[config.mk]
export PLATFORM = sky130hd
export DESIGN_NAME = host_msg_bridge
export DESIGN_NICKNAME = d
export VERILOG_FILES = /design/src/hdl/bridge_pkg.sv /design/src/hdl/host_msg_bridge.sv /design/src/hdl/msg_fifo.sv /design/src/hdl/stream_end_detect.sv
export SDC_FILE = /design/constraint.sdc
export NUM_CORES = 1
export LEC_CHECK = 0
export ABC_AREA = 1
export BUFFER_PORTS_ARGS = -buffer_cell sky130_fd_sc_hd__buf_2
export CAP_MARGIN = 5
export CORE_UTILIZATION = 35
export CTS_CLUSTER_DIAMETER = 120
export DETAILED_ROUTE_END_ITERATION = 8
export PLACE_DENSITY_LB_ADDON = 0.05
export SYNTH_ARGS = -nofsm -noshare
export SYNTH_HDL_FRONTEND = slang
export SYNTH_SLANG_ARGS = --single-unit
export TNS_END_PERCENT = 20
[constraint.sdc]
create_clock -name bus_clk -period 9.85 [get_ports bus_clk]
set_clock_uncertainty 0.2 [all_clocks]
set_input_delay 0.4925 -clock bus_clk [delete_from_list [all_inputs] [get_ports bus_clk]]
set_output_delay 0.4925 -clock bus_clk [all_outputs]
set_load 0.005 [all_outputs]
[src/hdl/bridge_pkg.sv]
package bridge_pkg;

  //********************************************************************
  // Message word
  //********************************************************************

  // One host or application word
  localparam int MSG_WIDTH = 32;

  typedef logic [MSG_WIDTH-1:0] msg_word_t;

  // All-ones word that closes the inbound data
  localparam msg_word_t END_MARKER = '1;

  //********************************************************************
  // FIFO geometry
  //********************************************************************

  // Same depth for inbound, loopback and outbound
  localparam int FIFO_DEPTH = 16;

  // Pointer and occupancy widths
  localparam int FIFO_AW = $clog2(FIFO_DEPTH);
  localparam int FIFO_CW = $clog2(FIFO_DEPTH + 1);

  // Host sees full two entries early, which leaves room for the
  // write that is already on its way when the flag rises
  localparam int ALMOST_FULL_LEVEL = 14;

  //********************************************************************
  // Stream bundles
  //********************************************************************

  // Host write stream, wren qualifies data
  typedef struct packed {
    logic      wren;
    msg_word_t data;
  } host_wr_t;

  // Application result, valid qualifies data
  typedef struct packed {
    logic      valid;
    msg_word_t data;
  } app_rsp_t;

endpackage

[src/hdl/host_msg_bridge.sv]
`timescale 1ns/1ps

module host_msg_bridge (
  input  logic                  bus_clk,
  input  logic                  rst,

  // Host write stream
  input  bridge_pkg::host_wr_t  host_wr,
  output logic                  wr_full,
  input  logic                  wr_open,

  // Host read stream
  input  logic                  rd_rden,
  output bridge_pkg::msg_word_t rd_data,
  output logic                  rd_empty,
  input  logic                  rd_open,
  output logic                  rd_eof,

  // Loopback stream
  input  logic                  loop_rden,
  output bridge_pkg::msg_word_t loop_data,
  output logic                  loop_empty,
  output logic                  loop_eof,

  // Application commands
  output bridge_pkg::msg_word_t pc_msg,
  output logic                  pc_msg_empty,
  input  logic                  pc_msg_ack,

  // Application results
  input  bridge_pkg::app_rsp_t  app_rsp,
  output logic                  fpga_msg_full,
  input  logic                  app_done
);
  import bridge_pkg::*;

  logic in_empty;
  logic loop_full;
  logic out_push;

  //********************************************************************
  // Inbound path, host to application
  //********************************************************************

  // Host stalls on almost full so an in-flight word still fits
  msg_fifo #(
    .AF_LEVEL (ALMOST_FULL_LEVEL)
  ) u_in_fifo (
    .bus_clk     (bus_clk),
    .rst         (rst),
    .wr_en       (host_wr.wren),
    .din         (host_wr.data),
    .rd_en       (pc_msg_ack),
    .dout        (pc_msg),
    .empty       (in_empty),
    .full        (),
    .almost_full (wr_full)
  );

  // Hold off the application while the loopback has no room
  assign pc_msg_empty = in_empty || loop_full;

  //********************************************************************
  // Loopback path
  //********************************************************************

  // Every popped command is copied here for the host to read back
  msg_fifo #(
    .AF_LEVEL (FIFO_DEPTH)
  ) u_loop_fifo (
    .bus_clk     (bus_clk),
    .rst         (rst),
    .wr_en       (pc_msg_ack),
    .din         (pc_msg),
    .rd_en       (loop_rden),
    .dout        (loop_data),
    .empty       (loop_empty),
    .full        (loop_full),
    .almost_full ()
  );

  //********************************************************************
  // Outbound path, application to host
  //********************************************************************

  // Results are dropped while the host has the read stream closed
  assign out_push = app_rsp.valid && rd_open;

  msg_fifo #(
    .AF_LEVEL (FIFO_DEPTH)
  ) u_out_fifo (
    .bus_clk     (bus_clk),
    .rst         (rst),
    .wr_en       (out_push),
    .din         (app_rsp.data),
    .rd_en       (rd_rden),
    .dout        (rd_data),
    .empty       (rd_empty),
    .full        (fpga_msg_full),
    .almost_full ()
  );

  //********************************************************************
  // End of stream
  //********************************************************************

  stream_end_detect u_end_detect (
    .bus_clk    (bus_clk),
    .rst        (rst),
    .in_head    (pc_msg),
    .in_empty   (in_empty),
    .out_empty  (rd_empty),
    .app_done   (app_done),
    .wr_open    (wr_open),
    .loop_empty (loop_empty),
    .rd_eof     (rd_eof),
    .loop_eof   (loop_eof)
  );

  // An ack always lands in the loopback, so no consumed word is lost
  a_ack_has_room : assert property (
    @(posedge bus_clk) disable iff (rst)
    pc_msg_ack |-> (!in_empty && !loop_full)
  ) else $error("host_msg_bridge: ack while loopback full or inbound empty");

endmodule

[src/hdl/msg_fifo.sv]
`timescale 1ns/1ps

module msg_fifo #(
  parameter int AF_LEVEL = bridge_pkg::FIFO_DEPTH
) (
  input  logic                  bus_clk,
  input  logic                  rst,
  input  logic                  wr_en,
  input  bridge_pkg::msg_word_t din,
  input  logic                  rd_en,
  output bridge_pkg::msg_word_t dout,
  output logic                  empty,
  output logic                  full,
  output logic                  almost_full
);
  import bridge_pkg::*;

  //********************************************************************
  // Storage and pointers
  //********************************************************************

  msg_word_t mem [FIFO_DEPTH];

  logic [FIFO_AW-1:0] wr_ptr;
  logic [FIFO_AW-1:0] rd_ptr;
  logic [FIFO_CW-1:0] count;

  logic push;
  logic pop;

  // Level must be reachable by the count
  if (AF_LEVEL < 1 || AF_LEVEL > FIFO_DEPTH) begin : g_bad_level
    $error("msg_fifo AF_LEVEL %0d outside 1..%0d", AF_LEVEL, FIFO_DEPTH);
  end

  // Guard the pointers even if a producer misbehaves
  assign push = wr_en && !full;
  assign pop  = rd_en && !empty;

  // Payload array
  always_ff @(posedge bus_clk) begin
    if (push) begin
      mem[wr_ptr] <= din;
    end
  end

  // Write side
  always_ff @(posedge bus_clk) begin
    if (rst) begin
      wr_ptr <= '0;
    end else if (push) begin
      if (wr_ptr == FIFO_AW'(FIFO_DEPTH - 1)) begin
        wr_ptr <= '0;
      end else begin
        wr_ptr <= wr_ptr + 1'b1;
      end
    end
  end

  // Read side
  always_ff @(posedge bus_clk) begin
    if (rst) begin
      rd_ptr <= '0;
    end else if (pop) begin
      if (rd_ptr == FIFO_AW'(FIFO_DEPTH - 1)) begin
        rd_ptr <= '0;
      end else begin
        rd_ptr <= rd_ptr + 1'b1;
      end
    end
  end

  // Occupancy, push and pop together leave it unchanged
  always_ff @(posedge bus_clk) begin
    if (rst) begin
      count <= '0;
    end else begin
      case ({push, pop})
        2'b10:   count <= count + 1'b1;
        2'b01:   count <= count - 1'b1;
        default: count <= count;
      endcase
    end
  end

  //********************************************************************
  // Flags and first-word-fall-through output
  //********************************************************************

  // Flags follow the count register, so they move on the count's edge
  assign empty       = (count == '0);
  assign full        = (count == FIFO_CW'(FIFO_DEPTH));
  assign almost_full = (count >= FIFO_CW'(AF_LEVEL));

  // Head word is always visible while not empty
  assign dout = mem[rd_ptr];

  //********************************************************************
  // Checks
  //********************************************************************

  // Producer honours full
  a_no_overflow : assert property (
    @(posedge bus_clk) disable iff (rst)
    wr_en |-> !full
  ) else $error("msg_fifo: write while full");

  // Consumer honours empty
  a_no_underflow : assert property (
    @(posedge bus_clk) disable iff (rst)
    rd_en |-> !empty
  ) else $error("msg_fifo: read while empty");

  // A word pushed into an empty FIFO falls through on the next edge
  a_fall_through : assert property (
    @(posedge bus_clk) disable iff (rst)
    (push && empty) |=> (!empty && dout == $past(din))
  ) else $error("msg_fifo: pushed word did not fall through");

endmodule

[src/hdl/stream_end_detect.sv]
`timescale 1ns/1ps

module stream_end_detect (
  input  logic                  bus_clk,
  input  logic                  rst,
  input  bridge_pkg::msg_word_t in_head,
  input  logic                  in_empty,
  input  logic                  out_empty,
  input  logic                  app_done,
  input  logic                  wr_open,
  input  logic                  loop_empty,
  output logic                  rd_eof,
  output logic                  loop_eof
);
  import bridge_pkg::*;

  logic marker_at_head;
  logic rd_eof_next;
  logic loop_eof_next;

  //********************************************************************
  // End conditions
  //********************************************************************

  // Inbound head is the end marker, only meaningful when not empty
  assign marker_at_head = !in_empty && (in_head == END_MARKER);

  // Read stream closes once all results are out, or on request
  assign rd_eof_next = (marker_at_head && out_empty) || app_done;

  // Loopback closes after the host stops writing and the
  // consumed words have all been read back
  assign loop_eof_next = !wr_open && loop_empty;

  //********************************************************************
  // Registered flags
  //********************************************************************

  always_ff @(posedge bus_clk) begin
    if (rst) begin
      rd_eof   <= 1'b0;
      loop_eof <= 1'b0;
    end else begin
      rd_eof   <= rd_eof_next;
      loop_eof <= loop_eof_next;
    end
  end

endmodule

# Word level (Yosys, flattened, before mapping)
# Memories as Yosys holds them, arrays and structs flattened. A register that Yosys moved wholly into a read port is not among the register bits.
# Cells that the tools add are included.
[classes] order_cmp=1 n_eq_ne=16 n_reduce_logical=25 muxes=21 n_addsub=12
[op_table] op="$mux W4" count=12
[op_table] op="$eq A32 B32 Y1 const B" count=1
[op_table] op="$pmux W5 S2" count=3
[op_table] op="$add A4 B1 Y4 const B" count=6
[op_table] op="$eq A4 B4 Y1 const B" count=6
[op_table] op="$add A5 B1 Y5 const B" count=3
[op_table] op="$eq A5 B5 Y1 const B" count=3
[op_table] op="$logic_not A5 Y1" count=3
[op_table] op="$sub A5 B1 Y5 const B" count=3
[op_table] op="$logic_and A1 B1 Y1" count=10
[op_table] op="$logic_not A1 Y1" count=7
[op_table] op="$eq A2 B1 Y1 const B" count=3
[op_table] op="$eq A2 B2 Y1 const B" count=3
[op_table] op="$mux W1" count=6
[op_table] op="$reduce_bool A2 Y1" count=3
[op_table] op="$ge A5 B4 Y1 const B" count=1
[op_table] op="$logic_or A1 B1 Y1" count=2
[totals] out_inout_bits=103 mem_count=3 in_bits=74 ramBits=1536 reg_bits=41
[mem_list] memory="u_in_fifo.mem" depth=16 word_bits=32 rd=1 rd_ports_with_merged_regs=1 wr=1 line="msg_fifo.sv:22" source="msg_word_t mem [FIFO_DEPTH];"
[mem_list] memory="u_loop_fifo.mem" depth=16 word_bits=32 rd=1 rd_ports_with_merged_regs=1 wr=1 line="msg_fifo.sv:22"
[mem_list] memory="u_out_fifo.mem" depth=16 word_bits=32 rd=1 rd_ports_with_merged_regs=1 wr=1 line="msg_fifo.sv:22"

# Logic depth before layout (Yosys ltp)
# Gate-level depths: netlist (run 1).
[logic_depth] word_depth=5 mapped_depth=16 depth_no_buf=16

# Cells and area by module
# From an unflattened synthesis (run 1), not the netlist that was laid out.
[hier_totals] cells_unflattened=5311 hier_area_um2=66961.7
[modules_own_cells] mod="msg_fifo at u_loop_fifo ..." seq_area_each_um2=15715.1 n_inst=2 area_per_inst_um2=22435.3 cells_per_inst=1755
[modules_own_cells] mod="msg_fifo at u_in_fifo" seq_area_each_um2=15715.1 n_inst=1 area_per_inst_um2=21883.5 cells_per_inst=1757
[modules_own_cells] mod="stream_end_detect" seq_area_each_um2=40.0 n_inst=1 area_per_inst_um2=188.9 cells_per_inst=39
[modules_own_cells] mod="host_msg_bridge" seq_area_each_um2=0.0 n_inst=1 area_per_inst_um2=18.8 cells_per_inst=5

# Worst setup path before layout (run 1)
# Ideal clock, no wire load.
[synth_path] path_kind="reg-to-reg" startpoint="register u_out_fifo.count[1]" endpoint="memory u_out_fifo.mem[7][0] in the netlist's numbering (enable)" setup_slack_ns=5.980 arrival_ns=3.209 setup_ns=0.461 n_path_buf=0 required_ns=9.189 period_less_slack_ns=3.870 path_stages_with_launch=9 path_cell_list="dfxtp_1 inv_1 nand4_1 nor2_1 inv_1 nand3_1 inv_1 nand2_1 nor3_1"
[synth_between] elab_chain_cells=5
[synth_rtl] element="start, declared" line="msg_fifo.sv:26" source="logic [FIFO_CW-1:0] count;"
[synth_rtl] element="start signal, assigned" line="msg_fifo.sv:79" source="2'b10: count <= count + 1'b1;"
[synth_rtl] element="start signal, assigned" line="msg_fifo.sv:80" source="2'b01: count <= count - 1'b1;"
[synth_rtl] element="start signal, assigned" line="msg_fifo.sv:81" source="default: count <= count;"
[synth_rtl] element="$eq A5 B5 Y1" line="msg_fifo.sv:92" source="assign full = (count == FIFO_CW'(FIFO_DEPTH));"
[synth_rtl] element="named net fpga_msg_full" line="host_msg_bridge.sv:32" source="output logic fpga_msg_full,"
[synth_rtl] element="$logic_not A1 Y1" line="msg_fifo.sv:37" source="assign push = wr_en && !full;"
[synth_rtl] element="$logic_and A1 B1 Y1" line="msg_fifo.sv:37"
[synth_rtl] element="$mux W1" line="msg_fifo.sv:42" source="if (push) begin"
[synth_rtl] element="$mux W1 (implied by the code)" line="msg_fifo.sv:43" source="mem[wr_ptr] <= din;"
[synth_rtl] element="end, declared" line="msg_fifo.sv:22"
# The timed path passes the listed nets, and every way through them passes these cells.

==> results by group, run 1 <==
Detailed routing
  – Vias: 38100
  – Residual DRC: 0
  – Via density: 5.03
  – First-pass DRT Iterations: 6
  – Wire per inst: 24.1 um
  – DRT Wirelength: 182 mm
  – Final ANT Viol Nets: 0
  – Initial DRC Count: 2891

Place
  – Setup WS pre-CTS: 5.66 ns
  – Placer congestion estimate: 0.722
  – Final HPWL DP: 91.9 mm
  – IO Port Bufs: 176

Timing
  – Worst slew pin tran: 1.09 ns
  – Tmin final: 4.87 ns
  – Slew Limit Headroom: 27.0%
  – Fmax: 205 MHz
  – Tcrit/Tclk final: 49.5%
  – RSZ-0062 raised after global routing: no
  – Final Hold Violating Endpoints: 0
  – Setup_tns: 0 ns
  – Setup violations, final: 0
  – Hold_ws: 0.0738 ns
  – Max-slew violation count: 0
  – Final worst slack: 4.98 ns

Yosys
  – Mux cell area share after synthesis: 4.00%
  – Post-synthesis xor/xnor area fraction: 0.150%
  – Synth Area in Compound Gates: 9.63%
  – Fraction of registers with async set/reset: 0%
  – Top cells by area, synth: edfxtp_1 72%, mux2i_1 4.0%, o211ai_1 3.6%
  – Register area share after synthesis: 73.7%
  – Predominant post-synthesis flop cell: edfxtp_1
  – Cell count after synthesis: 4811
  – Simple-gate area share of the yosys netlist: 7.22%
  – Post-synthesis cell type count: 34
  – Ys Warns: 0
  – Mapped Nets: 4915
  – Count leader, synth: edfxtp_1
  – Yosys reg bits: 1589
  – Avg Cell Area, Syn: 13.3 um^2
  – Area share of the largest cell type after synthesis: 72.0%
  – Top cell type by total area after synthesis: edfxtp_1
  – Commonest cells post-synth: 1536 x edfxtp_1, 460 x nand2_1, 446 x o21ai_0, 435 x inv_1, 342 x nor2_1
  – Largest family of logic cells by synthesized area: compound AO/OA/AOI/OAI gates
  – Mapped Area: 64000 um^2
  – Area share of fa/ha/maj cells after synthesis: 0.621%
  – Post-synth EDFFs: 1536

Final layout
  – Area Overhead vs Synth: 15.6%
  – Finished Core Util: 40.8%
  – Post-layout nets: 5146
  – Share of cells above drive strength 1: 11.0%
  – FILL cells: 16900

Power
  – Total chip power: 0.0190 W
  – LEAKAGE: 25.4 nW
  – Peak VDD IR: 0.000176 V
  – Power Density: 257 nW/um^2

Clocking
  – Max clock buf depth: 3
  – Total CTS buffers: 181
  – H-tree levels: 4
  – Num Clock Sinks: 1589
  – TritonCTS clock tree: built
  – Post-CTS Resized: 0
  – Worst-Skew Late Latency: 0.80 ns
  – Clk root buf: clkbuf_16
  – Clk slew on worst S/H paths: 0.06 ns

Setup path
  – WP data arrival: 4.18 ns
  – Worst Path Max Fanout: 80
  – Critical path's slowest cell: buf_4
  – Worst Setup End Kind: primary output
  – Worst r2r path cells: 13
  – WP depth: 9
  – Startpoint Class: flip-flop
  – Crit-path cells: inv_6 > buf_4 > nor2_1 > nor2_1 > o21ai_0 > nand3_1 > nand3_1 > nand2_1 > buf_2
  – WP data required: 9.16 ns
  – Max incr delay on CP: 0.81 ns
  – Setup CP Type: reg2out
  – Worst setup endpoint: pc_msg[22]
  – CP bufs+invs: 3
  – Reg-to-reg endpoint: u_end_detect.rd_eof
  – Reg2Reg Setup Slack: 5.33 ns
  – Cell family with most CP delay: buffers and inverters

GRT
  – Initial antenna violation count: 17
  – Largest net degree at the start of global routing: 172
  – Total gr overflow: 0
  – Total track usage: 19.6%
  – First-pass GRT wire length: 264 mm
  – Vias in the first global route: 37200

Status
  – Status: finished clean

Floorplan
  – DIE AREA: 185000 um^2
  – Die width: 430 um
  – Core area: 181000 um^2
  – Site row count: 156
  – Num ports: 177
  – Die Y: 430 um
  – Initial Utilization: 35.3%

Min path
  – Hold crit path type: in2reg

Run
  – Max-cap viol count: 0
state kept, by name (all words and copies together), names as in the netlist, named ones only:
signal,flops
u_out_fifo.wr_ptr,4
u_end_detect.rd_eof,1
u_loop_fifo.mem,512
u_in_fifo.wr_ptr,4
u_loop_fifo.wr_ptr,4
u_out_fifo.mem,512
u_loop_fifo.count,5
u_end_detect.loop_eof,1
u_in_fifo.count,5
u_in_fifo.rd_ptr,4
u_out_fifo.count,5
u_out_fifo.rd_ptr,4
u_loop_fifo.rd_ptr,4
u_in_fifo.mem,512
area by class of cell:
type	count	area, um^2	area share [%]
antenna	7	17.5	0.0237
clock buffer	257	5040	6.81
clock inverter	77	587	0.793
inverter	440	1670	2.25
multi-input combinational	2494	14200	19.2
sequential	1589	47200	63.8
tap	2370	2970	4.01
timing repair buffer	336	2300	3.11
cells in the final DEF (no fill, tap or decap), types with 9 or more instances in the layout:
master	count
clkbuf_1	61
edfxtp_1	1536
o211ai_1	306
dfxtp_4	9
bufinv_16	9
nor2_4	46
clkinv_1	39
a21oi_1	287
dfxtp_1	41
buf_2	176
clkbuf_16	188
buf_4	83
nand2_1	460
o21ai_0	446
ha_1	27
inv_1	429
clkinv_2	26
o21ai_1	26
dlygate4sd3_1	74
nor2_1	296
nand3_1	304
mux2i_1	256
tightest hold or removal path, cell delays in order:
cell and delay, ns:
buf_2 0.17, nand2_1 0.19, nand2_1 0.10, a21oi_1 0.06
how the worst min path moves through the flow:
| stage | start | to | cells past startpoint |
|---|---|---|---|
| finish | loop_rden | flip-flop | 4 |
| global route | loop_rden | flip-flop | 4 |
| CTS | loop_rden | flip-flop | 4 |
| detailed placement | u_out_fifo.count[0] | u_out_fifo.count[0] | 1 |
| global placement | u_out_fifo.count[0] | u_out_fifo.count[0] | 1 |
| floorplan | u_out_fifo.count[0] | u_out_fifo.count[0] | 1 |
report_power, final:
group	switching [W]	total (W)	leakage, nW	internal [W]
combinational	0.00304	0.00436	8.36	0.00132
sequential	0.000209	0.00824	14.3	0.00803
clock	0.00267	0.00645	2.75	0.00378
kinds of logic after synthesis:
| logic type | count (synthesis) |
|---|---|
| AOI/OAI and AO/OA | 1075 |
| xor gates and xnor gates | 11 |
| adders and majority gates | 30 |
| buffers and inverters | 728 |
| DFF | 1589 |
| muxes | 256 |
| and+or+nand+nor | 1122 |
through the flow:
stage          instance area, um^2  std cells
4_1_cts                      74000       7563
6_report                     74000       7570
3_3_place_gp                 67600       7155
5_1_grt                      74000       7564
3_5_place_dp                 67600       7155
2_1_floorplan                64000       4811
per-layer routing:
layer	vias up	GRT usage (%)	wire length, um
met4	8	4.80	3410
met3	231	2.95	7960
met2	778	30.9	84300
met5	-	0	48
met1	19100	28.2	86600
li1	18000	-	-
what timing repair did:
action,4_1_cts,5_1_grt
buffers inserted,0,0
hold buffers,74,0
setup endpoints to repair,0,0
endpoints found under the hold margin,1046,0
(Power assumes the default switching activity.)
==> run 2: changes to the inputs <==
Clock period 9.85 ns to 4.7 ns, I/O delays scaled along.
==> results by group, run 2 (synthesis gave the netlist of run 1 again) <==
Floorplan
  – Die Y: 430 um (unchanged)
  – Die width: 430 um (unchanged)
  – Num ports: 177 (unchanged)
  – Core area: 181000 um^2 (unchanged)
  – Site row count: 156 (unchanged)
  – DIE AREA: 185000 um^2 (unchanged)
  – Initial Utilization: 35.3% (unchanged)

Clocking
  – Total CTS buffers: 179 (-1.1%)
  – Clk root buf: clkbuf_16
  – H-tree levels: 4 (unchanged)
  – Max clock buf depth: 3 (unchanged)
  – Clk slew on worst S/H paths: 0.06 ns (about the same)
  – Num Clock Sinks: 1589 (unchanged)
  – Post-CTS Resized: 0 (unchanged)
  – Worst-Skew Late Latency: 0.81 ns (about the same)
  – TritonCTS clock tree: built

Timing
  – Tmin final: 4.16 ns
  – Setup violations, final: 0 (unchanged)
  – Final Hold Violating Endpoints: 0 (unchanged)
  – Slew Limit Headroom: 29.0% (+2.0 points)
  – Tcrit/Tclk final: 88.6%
  – Setup_tns: 0 ns (unchanged)
  – Max-slew violation count: 0 (unchanged)
  – Worst slew pin tran: 1.06 ns (-0.0324 ns)
  – RSZ-0062 raised after global routing: no
  – Fmax: 240 MHz

GRT
  – Initial antenna violation count: 14 (-3)
  – Vias in the first global route: 37500 (+0.96%)
  – Largest net degree at the start of global routing: 129 (-25%)
  – First-pass GRT wire length: 267 mm (+0.94%)
  – Total track usage: 19.7% (+0.18 points)
  – Total gr overflow: 0 (unchanged)

Setup path
  – Critical path's slowest cell: inv_6
  – Worst Setup End Kind: primary output
  – Cell family with most CP delay: buffers and inverters
  – Max incr delay on CP: 0.64 ns (-0.17 ns)
  – Reg2Reg Setup Slack: 0.76 ns (-4.57 ns)
  – Worst Path Max Fanout: 88 (+10%)
  – Crit-path cells: inv_6 > buf_4 > nor2_1 > nor2_1 > o21ai_0 > nand3_1 > nand3_1 > nand2_1 > buf_4 > buf_2
  – WP data required: 4.26 ns (-4.90 ns)
  – WP data arrival: 3.73 ns (-0.45 ns)
  – CP bufs+invs: 4 (+1)
  – Startpoint Class: flip-flop
  – Setup CP Type: reg2out

Min path
  – Hold crit path type: in2reg

Run
  – Max-cap viol count: 0 (unchanged)

Place
  – IO Port Bufs: 176 (unchanged)
  – Placer congestion estimate: 0.740 (+2.5%)
  – Final HPWL DP: 98.0 mm (+6.6%)

Final layout
  – Finished Core Util: 41.1% (+0.33 points)
  – Area Overhead vs Synth: 16.5%
  – Commonest cells after routing, fill and taps aside: 1536 x edfxtp_1, 460 x nand2_1, 446 x o21ai_0
  – Commonest non-fill, non-tap cell in the layout: edfxtp_1
  – Share of cells above drive strength 1: 11.8% (+0.80 points)
  – Biggest regs: u_in_fifo.mem: 512 flops, u_loop_fifo.mem: 512 flops, u_out_fifo.mem: 512 flops
  – Post-layout nets: 5205 (+1.1%)

Detailed routing
  – First-pass DRT Iterations: 7 (+1)
  – Via density: 5.03 (about the same)
  – Residual DRC: 0 (unchanged)
  – Initial DRC Count: 2903 (+0.42%)
  – Vias: 38300 (+0.66%)
  – DRT Wirelength: 184 mm (+1.1%)
  – Final ANT Viol Nets: 0 (unchanged)
  – Wire per inst: 24.2 um (+0.40%)

Power
  – Clock power share: 33.0% (-0.9 points)
  – Sequential power share: 42.9% (-0.4 points)
  – Total chip power: 0.0400 W (+110%)
  – LEAKAGE: 25.7 nW (+1.2%)
  – Internal: 0.0274 W (+110%)
  – Peak VDD IR: 0.000321 V (+82%)
  – Sw Ratio: 31.5% (+0.42 points)
  – Comb pwr share: 24.1% (+1.2 points)
  – Sw Pwr: 0.0126 W (+110%)
  – Power Density: 536 nW/um^2 (+110%)

Status
  – Status: finished clean
-- run 2: what timing repair did --
action | 4_1_cts | 5_1_grt
endpoints found under the hold margin | 1076 | 0
hold buffers | 77 | 0
buffers inserted | 0 | 0
-- run 2: cell type report --
cell class / count / area, um^2
diodes: 6 / 15.0
clock buffers: 244 / 4870
clock inverters: 84 / 583
fillers: 16900 / 107000
inverters: 440 / 1670
multi-input cells: 2494 / 14200
flip-flops and latches: 1589 / 47200
well taps: 2370 / 2970
repair buffers: 397 / 3080
-- run 2: metal layers --
| layer | part of all wire (%) | global-route usage, % | vias up |
|---|---|---|---|
| met5 | 0.015 | 0 | - |
| met4 | 2.0 | 5.16 | 4 |
| met3 | 3.8 | 2.83 | 230 |
| met2 | 46 | 30.9 | 683 |
| met1 | 48 | 28.7 | 19300 |
| li1 | - | - | 18100 |
-- run 2: final timing paths --
kind                            start                      to  cells past startpoint
setup / recovery            flip-flop              pc_msg[14]                     10
setup reg to reg            flip-flop     u_end_detect.rd_eof                     16
hold / removal            app_rsp[25]  u_out_fifo.mem[15][25]                      2
hold reg to reg   u_out_fifo.count[0]     u_out_fifo.count[0]                      1
-- run 2: through the flow --
stage / area [um^2] / worst slack, ns / std cells / hold WS [ns]
after floorplan: 64000 / 0.830 / 4811 / 0.114
after global placement: 68400 / 1.26 / 7213 / 0.213
after detailed placement: 68400 / 1.33 / 7213 / 0.220
after CTS: 74600 / 0.465 / 7618 / 0.0783
after global routing: 74600 / 0.223 / 7619 / 0.129
final: 74600 / 0.536 / 7624 / 0.159
-- run 2: power groups by stage --
| stage | Sequential, W | Combinational (W) | Clock (W) |
|---|---|---|---|
| finish | 0.0172 | 0.00966 | 0.0132 |
| global route | 0.0172 | 0.0107 | 0.0141 |
| CTS | 0.0172 | 0.00985 | 0.0136 |
| floorplan | 0.0172 | 0.00593 | 0 |
| global placement | 0.0175 | 0.00978 | 0 |
| detailed placement | 0.0175 | 0.00976 | 0 |
-- run 2: worst register-to-register path: stages, from the launching register on --
cell           delay (ns)
dfxtp_4              0.51
inv_6                0.66
buf_4                0.54
nor2_1               0.07
nor2_1               0.08
o21ai_0              0.09
nand3_1              0.10
nand3_1              0.08
nand2_1              0.17
buf_4                0.30
nand2_1              0.10
nor2_1               0.09
nand2_1              0.06
nor2_1               0.10
nand2_1              0.08
a21oi_2              0.10
dlygate4sd3_1        0.55
